==> config.mk <==
export PLATFORM = sky130hd
export DESIGN_NAME = ddr3_dfi_phy
export DESIGN_NICKNAME = d
export VERILOG_FILES = /design/src/hw/ddr3_pins_pkg.sv /design/src/hw/dfi_pkg.sv /design/src/hw/ddr3_cmd_out.sv /design/src/hw/ddr3_wr_path.sv /design/src/hw/ddr3_rd_path.sv /design/src/hw/ddr3_dfi_phy.sv
export VERILOG_INCLUDE_DIRS = /design/src /design/src/include
export SDC_FILE = /design/constraint.sdc
export NUM_CORES = 1
export LEC_CHECK = 0
export BUFFER_PORTS_ARGS = -buffer_cell sky130_fd_sc_hd__buf_2
export CAP_MARGIN = 0
export CORE_UTILIZATION = 40
export CTS_CLUSTER_DIAMETER = 200
export DETAILED_ROUTE_END_ITERATION = 7
export PLACE_DENSITY_LB_ADDON = 0.08
export SLEW_MARGIN = 30
export SYNTH_ARGS = -nofsm -noshare
export SYNTH_HDL_FRONTEND = slang
export SYNTH_SLANG_ARGS = --single-unit
==> constraint.sdc <==
create_clock -name clk_i -period 1.5 [get_ports clk_i]
set_clock_uncertainty 0.2 [all_clocks]
set_input_delay 0.225 -clock clk_i [delete_from_list [all_inputs] [get_ports clk_i]]
set_output_delay 0.225 -clock clk_i [all_outputs]
set_load 0.01 [all_outputs]
==> src/include/phy_defs.svh <==
`ifndef PHY_DEFS_SVH
`define PHY_DEFS_SVH

// Bit positions inside the PHY configuration word

// Read latency field occupies [LSB+3:LSB]
`define PHY_CFG_RDLAT_LSB 8

`endif

==> src/hw/ddr3_pins_pkg.sv <==
`default_nettype none

// DDR3 device side of the PHY
package ddr3_pins_pkg;

    //------------------------------------------------------------
    // Pin group widths
    //------------------------------------------------------------

    // x16 part
    localparam int DQ_W   = 16;
    localparam int DM_W   = 2;

    // Bank and row/column address
    localparam int BA_W   = 3;
    localparam int ADDR_W = 15;

    //------------------------------------------------------------
    // Edge halves
    //------------------------------------------------------------

    // Value driven or captured on one clock edge of the DQ lines
    typedef logic [DQ_W-1:0] dq_half_t;

    // Same for the data mask lines
    typedef logic [DM_W-1:0] dm_half_t;

endpackage

`default_nettype wire

==> src/hw/dfi_pkg.sv <==
`default_nettype none

// DFI controller side of the PHY
package dfi_pkg;

`include "phy_defs.svh"

    //------------------------------------------------------------
    // Word widths
    //------------------------------------------------------------

    // One DFI word carries both edges of a DDR transfer
    localparam int DFI_DATA_W = 2 * ddr3_pins_pkg::DQ_W;
    localparam int DFI_MASK_W = 2 * ddr3_pins_pkg::DM_W;

    // Configuration word
    localparam int PHY_CFG_W  = 32;
    localparam int RD_LAT_W   = 4;

    typedef logic [RD_LAT_W-1:0] rd_lat_t;

    //------------------------------------------------------------
    // Configuration word views
    //------------------------------------------------------------

    // Field view, MSB first
    typedef struct packed {
        logic [PHY_CFG_W-1:`PHY_CFG_RDLAT_LSB+RD_LAT_W] rsvd_hi;
        rd_lat_t                                        rd_lat;
        logic [`PHY_CFG_RDLAT_LSB-1:0]                  rsvd_lo;
    } phy_cfg_fields_t;

    // Raw word as written by software, or its decoded fields
    typedef union packed {
        logic [PHY_CFG_W-1:0] raw;
        phy_cfg_fields_t      field;
    } phy_cfg_u;

endpackage

`default_nettype wire

==> src/hw/ddr3_cmd_out.sv <==
`timescale 1ns/1ps
`default_nettype none

// Output register stage for the DDR3 command and address pins
module ddr3_cmd_out
(
    input  wire logic                             clk_i,
    input  wire logic                             rst_i,

    // DFI command
    input  wire logic                             dfi_cke_i,
    input  wire logic                             dfi_reset_n_i,
    input  wire logic                             dfi_cs_n_i,
    input  wire logic                             dfi_ras_n_i,
    input  wire logic                             dfi_cas_n_i,
    input  wire logic                             dfi_we_n_i,
    input  wire logic                             dfi_odt_i,
    input  wire logic [ddr3_pins_pkg::BA_W-1:0]   dfi_bank_i,
    input  wire logic [ddr3_pins_pkg::ADDR_W-1:0] dfi_address_i,

    // DDR3 command pins
    output logic                                  ddr3_cke_o,
    output logic                                  ddr3_reset_n_o,
    output logic                                  ddr3_cs_n_o,
    output logic                                  ddr3_ras_n_o,
    output logic                                  ddr3_cas_n_o,
    output logic                                  ddr3_we_n_o,
    output logic                                  ddr3_odt_o,
    output logic [ddr3_pins_pkg::BA_W-1:0]        ddr3_ba_o,
    output logic [ddr3_pins_pkg::ADDR_W-1:0]      ddr3_addr_o
);

    // Whole group registered on one edge so it leaves the chip aligned.
    // Reset holds every pin low, including the active-low strobes
    always_ff @(posedge clk_i)
    begin
        if (rst_i)
        begin
            ddr3_cke_o     <= 1'b0;
            ddr3_reset_n_o <= 1'b0;
            ddr3_cs_n_o    <= 1'b0;
            ddr3_ras_n_o   <= 1'b0;
            ddr3_cas_n_o   <= 1'b0;
            ddr3_we_n_o    <= 1'b0;
            ddr3_odt_o     <= 1'b0;
            ddr3_ba_o      <= '0;
            ddr3_addr_o    <= '0;
        end
        else
        begin
            ddr3_cke_o     <= dfi_cke_i;
            ddr3_reset_n_o <= dfi_reset_n_i;
            ddr3_cs_n_o    <= dfi_cs_n_i;
            ddr3_ras_n_o   <= dfi_ras_n_i;
            ddr3_cas_n_o   <= dfi_cas_n_i;
            ddr3_we_n_o    <= dfi_we_n_i;
            ddr3_odt_o     <= dfi_odt_i;
            ddr3_ba_o      <= dfi_bank_i;
            ddr3_addr_o    <= dfi_address_i;
        end
    end

endmodule

`default_nettype wire

==> src/hw/ddr3_wr_path.sv <==
`timescale 1ns/1ps
`default_nettype none

// Write data path and shared DQ/DM/DQS output enable
module ddr3_wr_path
(
    input  wire logic                            clk_i,
    input  wire logic                            rst_i,

    // DFI write side
    input  wire logic [dfi_pkg::DFI_DATA_W-1:0]  dfi_wrdata_i,
    input  wire logic [dfi_pkg::DFI_MASK_W-1:0]  dfi_wrdata_mask_i,
    input  wire logic                            dfi_wrdata_en_i,

    // Edge halves towards the output DDR registers
    output ddr3_pins_pkg::dq_half_t              dq_rise_o,
    output ddr3_pins_pkg::dq_half_t              dq_fall_o,
    output ddr3_pins_pkg::dm_half_t              dm_rise_o,
    output ddr3_pins_pkg::dm_half_t              dm_fall_o,
    output logic                                 dq_oe_o
);

    import ddr3_pins_pkg::*;
    import dfi_pkg::*;

    logic [DFI_DATA_W-1:0] wrdata_q;
    logic [DFI_MASK_W-1:0] wrmask_q;

    // Enable history, bit 0 is the newest sample
    logic [2:0]            wr_en_q;
    logic                  oe_q;

    //------------------------------------------------------------
    // Write data and mask
    //------------------------------------------------------------
    always_ff @(posedge clk_i)
    begin
        if (rst_i)
        begin
            wrdata_q <= '0;
            wrmask_q <= '0;
        end
        else
        begin
            wrdata_q <= dfi_wrdata_i;
            wrmask_q <= dfi_wrdata_mask_i;
        end
    end

    // Low half goes out on the rising edge, high half on the falling edge
    assign dq_rise_o = wrdata_q[DQ_W-1:0];
    assign dq_fall_o = wrdata_q[DFI_DATA_W-1:DQ_W];
    assign dm_rise_o = wrmask_q[DM_W-1:0];
    assign dm_fall_o = wrmask_q[DFI_MASK_W-1:DM_W];

    //------------------------------------------------------------
    // Output enable
    //------------------------------------------------------------
    always_ff @(posedge clk_i)
    begin
        if (rst_i)
        begin
            wr_en_q <= '0;
        end
        else
        begin
            wr_en_q <= {wr_en_q[1:0], dfi_wrdata_en_i};
        end
    end

    // Turn on from stage 1 (preamble), hold while stage 2 is still set.
    // Stage 2 lagging one more cycle gives the postamble
    always_ff @(posedge clk_i)
    begin
        if (rst_i)
        begin
            oe_q <= 1'b0;
        end
        else if (wr_en_q[1])
        begin
            oe_q <= 1'b1;
        end
        else if (!wr_en_q[2])
        begin
            oe_q <= 1'b0;
        end
    end

    assign dq_oe_o = oe_q;

endmodule

`default_nettype wire

==> src/hw/ddr3_rd_path.sv <==
`timescale 1ns/1ps
`default_nettype none

// Read data reassembly and read-valid timing
module ddr3_rd_path
#(
    parameter int unsigned TPHY_RDLAT = 4,
    parameter int unsigned RD_SHIFT_W = 12
)
(
    input  wire logic                            clk_i,
    input  wire logic                            rst_i,

    // Configuration write
    input  wire logic                            cfg_valid_i,
    input  wire dfi_pkg::phy_cfg_u               cfg_i,

    // Captured halves from the input DDR registers
    input  wire ddr3_pins_pkg::dq_half_t         dq_rise_i,
    input  wire ddr3_pins_pkg::dq_half_t         dq_fall_i,

    // DFI read side
    input  wire logic                            dfi_rddata_en_i,
    output logic [dfi_pkg::DFI_DATA_W-1:0]       dfi_rddata_o,
    output logic                                 dfi_rddata_valid_o
);

    import dfi_pkg::*;

    rd_lat_t               rd_lat_q;
    logic [RD_SHIFT_W-1:0] rd_en_q;
    logic [RD_SHIFT_W-1:0] rd_en_next;

    //------------------------------------------------------------
    // Read latency register
    //------------------------------------------------------------
    always_ff @(posedge clk_i)
    begin
        if (rst_i)
        begin
            rd_lat_q <= rd_lat_t'(TPHY_RDLAT);
        end
        else if (cfg_valid_i)
        begin
            rd_lat_q <= cfg_i.field.rd_lat;
        end
    end

    //------------------------------------------------------------
    // Read data
    //------------------------------------------------------------

    // Rising-edge capture is the low half of the DFI word
    always_ff @(posedge clk_i)
    begin
        if (rst_i)
        begin
            dfi_rddata_o <= '0;
        end
        else
        begin
            dfi_rddata_o <= {dq_fall_i, dq_rise_i};
        end
    end

    //------------------------------------------------------------
    // Read valid
    //------------------------------------------------------------

    // Shift toward bit 0 and drop the new enable in at the latency slot.
    // Several reads may be in flight at once
    always_comb
    begin
        rd_en_next = {1'b0, rd_en_q[RD_SHIFT_W-1:1]};
        if (int'(rd_lat_q) < int'(RD_SHIFT_W))
        begin
            rd_en_next[rd_lat_q] = dfi_rddata_en_i;
        end
    end

    always_ff @(posedge clk_i)
    begin
        if (rst_i)
        begin
            rd_en_q <= '0;
        end
        else
        begin
            rd_en_q <= rd_en_next;
        end
    end

    assign dfi_rddata_valid_o = rd_en_q[0];

endmodule

`default_nettype wire

==> src/hw/ddr3_dfi_phy.sv <==
`timescale 1ns/1ps
`default_nettype none

// DDR3 DFI PHY logic core, pads and DDR cells live in the board wrapper
module ddr3_dfi_phy
#(
    parameter int unsigned TPHY_RDLAT = 4,
    parameter int unsigned RD_SHIFT_W = 12
)
(
    input  wire logic                             clk_i,
    input  wire logic                             rst_i,

    // Configuration
    input  wire logic                             cfg_valid_i,
    input  wire logic [dfi_pkg::PHY_CFG_W-1:0]    cfg_i,

    // DFI command
    input  wire logic                             dfi_cke_i,
    input  wire logic                             dfi_reset_n_i,
    input  wire logic                             dfi_cs_n_i,
    input  wire logic                             dfi_ras_n_i,
    input  wire logic                             dfi_cas_n_i,
    input  wire logic                             dfi_we_n_i,
    input  wire logic                             dfi_odt_i,
    input  wire logic [ddr3_pins_pkg::BA_W-1:0]   dfi_bank_i,
    input  wire logic [ddr3_pins_pkg::ADDR_W-1:0] dfi_address_i,

    // DFI write
    input  wire logic [dfi_pkg::DFI_DATA_W-1:0]   dfi_wrdata_i,
    input  wire logic [dfi_pkg::DFI_MASK_W-1:0]   dfi_wrdata_mask_i,
    input  wire logic                             dfi_wrdata_en_i,

    // DFI read
    input  wire logic                             dfi_rddata_en_i,
    output logic [dfi_pkg::DFI_DATA_W-1:0]        dfi_rddata_o,
    output logic                                  dfi_rddata_valid_o,

    // DDR3 command pins
    output logic                                  ddr3_cke_o,
    output logic                                  ddr3_reset_n_o,
    output logic                                  ddr3_cs_n_o,
    output logic                                  ddr3_ras_n_o,
    output logic                                  ddr3_cas_n_o,
    output logic                                  ddr3_we_n_o,
    output logic                                  ddr3_odt_o,
    output logic [ddr3_pins_pkg::BA_W-1:0]        ddr3_ba_o,
    output logic [ddr3_pins_pkg::ADDR_W-1:0]      ddr3_addr_o,

    // DQ/DM output halves and shared enable
    output logic [ddr3_pins_pkg::DQ_W-1:0]        dq_rise_o,
    output logic [ddr3_pins_pkg::DQ_W-1:0]        dq_fall_o,
    output logic [ddr3_pins_pkg::DM_W-1:0]        dm_rise_o,
    output logic [ddr3_pins_pkg::DM_W-1:0]        dm_fall_o,
    output logic                                  dq_oe_o,

    // DQ input halves
    input  wire logic [ddr3_pins_pkg::DQ_W-1:0]   dq_rise_i,
    input  wire logic [ddr3_pins_pkg::DQ_W-1:0]   dq_fall_i
);

    //------------------------------------------------------------
    // Command
    //------------------------------------------------------------
    ddr3_cmd_out u_cmd
    (
        .clk_i          (clk_i),
        .rst_i          (rst_i),
        .dfi_cke_i      (dfi_cke_i),
        .dfi_reset_n_i  (dfi_reset_n_i),
        .dfi_cs_n_i     (dfi_cs_n_i),
        .dfi_ras_n_i    (dfi_ras_n_i),
        .dfi_cas_n_i    (dfi_cas_n_i),
        .dfi_we_n_i     (dfi_we_n_i),
        .dfi_odt_i      (dfi_odt_i),
        .dfi_bank_i     (dfi_bank_i),
        .dfi_address_i  (dfi_address_i),
        .ddr3_cke_o     (ddr3_cke_o),
        .ddr3_reset_n_o (ddr3_reset_n_o),
        .ddr3_cs_n_o    (ddr3_cs_n_o),
        .ddr3_ras_n_o   (ddr3_ras_n_o),
        .ddr3_cas_n_o   (ddr3_cas_n_o),
        .ddr3_we_n_o    (ddr3_we_n_o),
        .ddr3_odt_o     (ddr3_odt_o),
        .ddr3_ba_o      (ddr3_ba_o),
        .ddr3_addr_o    (ddr3_addr_o)
    );

    //------------------------------------------------------------
    // Write
    //------------------------------------------------------------
    ddr3_wr_path u_wr
    (
        .clk_i             (clk_i),
        .rst_i             (rst_i),
        .dfi_wrdata_i      (dfi_wrdata_i),
        .dfi_wrdata_mask_i (dfi_wrdata_mask_i),
        .dfi_wrdata_en_i   (dfi_wrdata_en_i),
        .dq_rise_o         (dq_rise_o),
        .dq_fall_o         (dq_fall_o),
        .dm_rise_o         (dm_rise_o),
        .dm_fall_o         (dm_fall_o),
        .dq_oe_o           (dq_oe_o)
    );

    //------------------------------------------------------------
    // Read
    //------------------------------------------------------------
    ddr3_rd_path
    #(
        .TPHY_RDLAT (TPHY_RDLAT),
        .RD_SHIFT_W (RD_SHIFT_W)
    )
    u_rd
    (
        .clk_i              (clk_i),
        .rst_i              (rst_i),
        .cfg_valid_i        (cfg_valid_i),
        .cfg_i              (cfg_i),
        .dq_rise_i          (dq_rise_i),
        .dq_fall_i          (dq_fall_i),
        .dfi_rddata_en_i    (dfi_rddata_en_i),
        .dfi_rddata_o       (dfi_rddata_o),
        .dfi_rddata_valid_o (dfi_rddata_valid_o)
    );

endmodule

`default_nettype wire

==> summary.md, run 1 <==
- CTS hold repair buffers: 120
- CTS max path bufs: 2
- I/O Buffers: 196
- mean cell area of the mapped netlist: 12.56 um2
- quantity of gates resized following cts: 0
- yosys synthesis warning count: 0
- area fraction of the dominant cell type after synthesis: 0.6596
- depth of the CTS H-tree: 4
- outcome: aborted with a tool error
- net count of the mapped netlist: 403
- number of instances in the synthesized netlist: 273
- placed wire-length estimate after detailed placement: 5.081 mm
- post-synthesis sequential area ratio: 0.6596
- netlist area before placement: 0.003430 mm2
- clock sink count: 113
- x dimension of the die: 94.60 um
- Initial Util: 0.4153
- Distinct cells, synth: 14
- final RePlAce weighted congestion: 0.6725
- buffers inserted by post-CTS timing repair: 0
- Error: [ERROR RSZ-0060] Max buffer count reached.
- Last stage: clock tree synthesis (4_1_cts)
- total number of placement rows: 33
- top-level port count: 225
- most area-hungry cell type in the Yosys netlist: sky130_fd_sc_hd__dfxtp_1
- clock root cell: sky130_fd_sc_hd__clkbuf_8
- Yosys reg bits: 113
- cells taking the most area after synthesis: sky130_fd_sc_hd__dfxtp_1 (66%), sky130_fd_sc_hd__nor2b_1 (18%), sky130_fd_sc_hd__mux2i_1 (4.1%), sky130_fd_sc_hd__nor4b_4 (2.8%), sky130_fd_sc_hd__nand2b_1 (2.2%)
- Die Height: 94.60 um
- number of buffers inserted during clock tree synthesis: 17
[Yosys cell counts]
| cell type | instances |
|---|---|
| sky130_fd_sc_hd__a211o_1 | 1 |
| sky130_fd_sc_hd__a21oi_1 | 1 |
| sky130_fd_sc_hd__and4bb_1 | 5 |
| sky130_fd_sc_hd__buf_2 | 9 |
| sky130_fd_sc_hd__buf_6 | 5 |
| sky130_fd_sc_hd__clkbuf_1 | 4 |
| sky130_fd_sc_hd__dfxtp_1 | 113 |
| sky130_fd_sc_hd__mux2i_1 | 14 |
| sky130_fd_sc_hd__nand2b_1 | 12 |
| sky130_fd_sc_hd__nand4b_1 | 2 |
| sky130_fd_sc_hd__nor2_1 | 5 |
| sky130_fd_sc_hd__nor2b_1 | 97 |
| sky130_fd_sc_hd__nor4_4 | 1 |
| sky130_fd_sc_hd__nor4b_4 | 4 |
[metrics by stage]
step | hold WS, ns | instance area [um2] | utilization | setup WS (ns) | instances
3_3_place_gp | 0.2241 | 4543 | 0.5502 | 0.09053 | 568
2_1_floorplan | 0.1473 | 3430 | - | 0.3262 | 273
3_5_place_dp | 0.2253 | 4543 | 0.5502 | 0.04553 | 568
[logic make-up after synthesis]
group / after synthesis / share of synthesized area
and+or+nand+nor: 126 / 0.2616
DFF: 113 / 0.6596
buffers and inverters: 18 / 0.03393
muxes: 14 / 0.04086
AOI/OAI and AO/OA: 2 / 0.004012
==> run 2: changes to the inputs <==
- CORE_UTILIZATION: 40 -> 25
- CTS_CLUSTER_DIAMETER: 200 -> default
- PLACE_DENSITY_LB_ADDON: 0.08 -> 0.15
==> run 2 against run 1 <==
The run now ends clean. Synthesized area unchanged. Synthesized cell count unchanged.
==> summary.md, run 2 <==
- transition time at the pin with the least slew margin: 0.3985 ns
- shortest clock period the worst path allows after layout: 1.371 ns
- buffers inserted by post-CTS timing repair: 0
- Period Utilization, post-route: 0.9141
- share of post-route cells with drive strength above 1: 0.4105
- Layout Cells excl Fill: 768
- outcome: finished clean
- Antenna Cells: 0
- element type at the critical path start: flip-flop
- Total Routed Length: 8.660 mm
- net count of the mapped netlist: 403
- top-level port count: 225
- Lkg Pwr: 2.933 nW
- area fraction of the dominant cell type after synthesis: 0.6596
- x dimension of the die: 119.1 um
- worst-path fanout max: 11
- antenna violations before repair: 0
- number of instances in the synthesized netlist: 273
- EDFF count, synth: 0
- cells taking the most area after synthesis: sky130_fd_sc_hd__dfxtp_1 (66%), sky130_fd_sc_hd__nor2b_1 (18%), sky130_fd_sc_hd__mux2i_1 (4.1%), sky130_fd_sc_hd__nor4b_4 (2.8%), sky130_fd_sc_hd__nand2b_1 (2.2%)
- most frequent cells in the layout: sky130_fd_sc_hd__buf_2 (195), sky130_fd_sc_hd__dfxtp_1 (111), sky130_fd_sc_hd__dlygate4sd3_1 (101)
- area added between synthesis and finish: 82.16%
- Die Height: 119.1 um
- critical path data required time: 1.64 ns
- final RePlAce weighted congestion: 0.7062
- Highest Clock Rate: 729.3 MHz
- area of the core region: 0.01330 mm2
- most common cell after layout, fill and taps aside: sky130_fd_sc_hd__buf_2
- post-route DRC violation count: 0
- post-DR wirelength/cell: 11.28 um
- setup repair after global routing missed its margin: false
- max layer used: met4
- WL met3: 834 um
- Critical Setup Path Class: flip-flop to flip-flop
- clock sink count: 113
- full die area: 0.01419 mm2
- clock tree from TritonCTS: yes
- Peak VDD IR: 0.7209 mV
- normalized max-slew margin: 0.7339
- Met2 Routed Length: 4.286 mm
- final-report setup violation count: 0
- power density over the cells: 1318 mW/mm2
- dominant cell by count in the synthesized netlist: sky130_fd_sc_hd__dfxtp_1
- proportion of synthesized flip-flops having asynchronous set or reset: 0
- router iterations before antenna repair: 4
- CP endpoint kind: flip-flop
- total number of placement rows: 42
- I/O Buffers: 196
- Yosys reg bits: 113
- clock latency of the later-clocked register in the worst-skew pair: 0.40 ns
- clock root cell: sky130_fd_sc_hd__clkbuf_16
- CTS max path bufs: 2
- type of the worst min-delay path: input pin to flip-flop
- depth of the CTS H-tree: 4
- average vias per placed instance: 3.750
- final hold violation count: 0
- yosys synthesis warning count: 0
- most instantiated cells after synthesis: sky130_fd_sc_hd__dfxtp_1 (113), sky130_fd_sc_hd__nor2b_1 (97), sky130_fd_sc_hd__mux2i_1 (14)
- final standard cell utilization of the core: 0.4699
- overall track demand over capacity in global routing: 0.1280
- number of pins with negative max-slew slack in the final report: 0
- post-synthesis sequential area ratio: 0.6596
- FILL cells: 1,198
- pin count of the biggest net entering global routing: 77
- placed cell count: 636
- Initial Util: 0.2580
- wire length on met1: 3.426 mm
- netlist area before placement: 0.003430 mm2
- number of buffers inserted during clock tree synthesis: 17
- most area-hungry cell type in the Yosys netlist: sky130_fd_sc_hd__dfxtp_1
- number of nets still failing antenna checks after routing: 0
- final-stage net count: 710
- mean cell area of the mapped netlist: 12.56 um2
- 1st-iter DRT viols: 43
- placed wire-length estimate after detailed placement: 5.172 mm
- registers with the highest flip-flop counts: u_rd.dfi_rddata_o: 32 flops, u_wr.wrdata_q: 32 flops, u_cmd.ddr3_addr_o: 15 flops
- first-pass GRT wire length: 13.68 mm
- total via count in the routed design: 2,880
- gr ovfl total: 0
- vias in the first global route: 3,040
- Primary FF master, synth: sky130_fd_sc_hd__dfxtp_1
- Distinct cells, synth: 14
- Clock Pin Slew Worst Setup and Hold Paths: 0.05 ns
- signal arrival time at the worst endpoint: 1.51 ns
- setup_tns: 0 ns
- number of maximum-capacitance constraint violations: 0
[run 2: cell counts after synthesis]
No cell type changed its count.
[run 2: critical path: stages (launching register included)]
cell and delay, ns:
sky130_fd_sc_hd__dfxtp_1 0.42, sky130_fd_sc_hd__buf_4 0.22, sky130_fd_sc_hd__nor4b_4 0.26, sky130_fd_sc_hd__mux2i_1 0.20
[run 2: cell families (layout without fill, tap and decap cells)]
family | after synthesis | count (layout) | synth area share
compound gates | 2 | 2 | 0.004012
buf+inv | 18 | 337 | 0.03393
flops | 113 | 113 | 0.6596
mux | 14 | 14 | 0.04086
simple gates | 126 | 126 | 0.2616
[run 2: final cells by class]
type	instances	area, um2	share of cell area
tap	176	220.2	0.03525
sequential	113	2265	0.3625
timing repair buffer	306	2074	0.3321
clock inverter	10	156.4	0.02504
clock buffer	21	480.5	0.07691
multi-input combinational	142	1051	0.1682
[run 2: final timing paths]
path	start	to	slack [ns]	cells after the start
worst max-delay path	u_rd.rd_lat_q[1]	u_rd.rd_en_q[1]	0.13	3
worst max register to register	u_rd.rd_lat_q[1]	u_rd.rd_en_q[1]	0.13	3
worst min register to register	u_rd.rd_en_q[6]	u_rd.rd_en_q[5]	0.24	2
worst min-delay path	dfi_rddata_en_i	u_rd.rd_en_q[11]	0.06	4
[run 2: power by group]
part | internal, mW | switching, mW
combinational | 0.475 | 0.298
clock | 2.93 | 1.32
sequential | 3.16 | 0.0512
total | 6.57 | 1.67
[run 2: metrics by stage]
stage | hold slack [ns] | instance area (um2) | worst slack, ns | power, mW
2_1_floorplan | 0.1473 | 3430 | 0.3262 | 3.548
3_3_place_gp | 0.2250 | 4597 | 0.1205 | 3.831
3_5_place_dp | 0.2379 | 4597 | 0.1155 | 3.836
4_1_cts | 0.05367 | 6245 | 0.03312 | 8.350
5_1_grt | 0.08315 | 6247 | 0.003895 | 8.582
6_report | 0.06485 | 6247 | 0.1289 | 8.231
[run 2: repair_timing]
action	in CTS	in global routing
hold buffers	101	1
endpoints found under the hold margin	98	1
resized for setup	0	2
setup endpoints to repair	0	2
[run 2: per-layer routing]
layer  track usage  up-vias
li1              -     1470
met2        0.2195      134
met4       0.06408        0
met1        0.1262     1267
met3       0.06561        9
met5             0        -
Note: power is estimated with default switching activity, not from simulation.
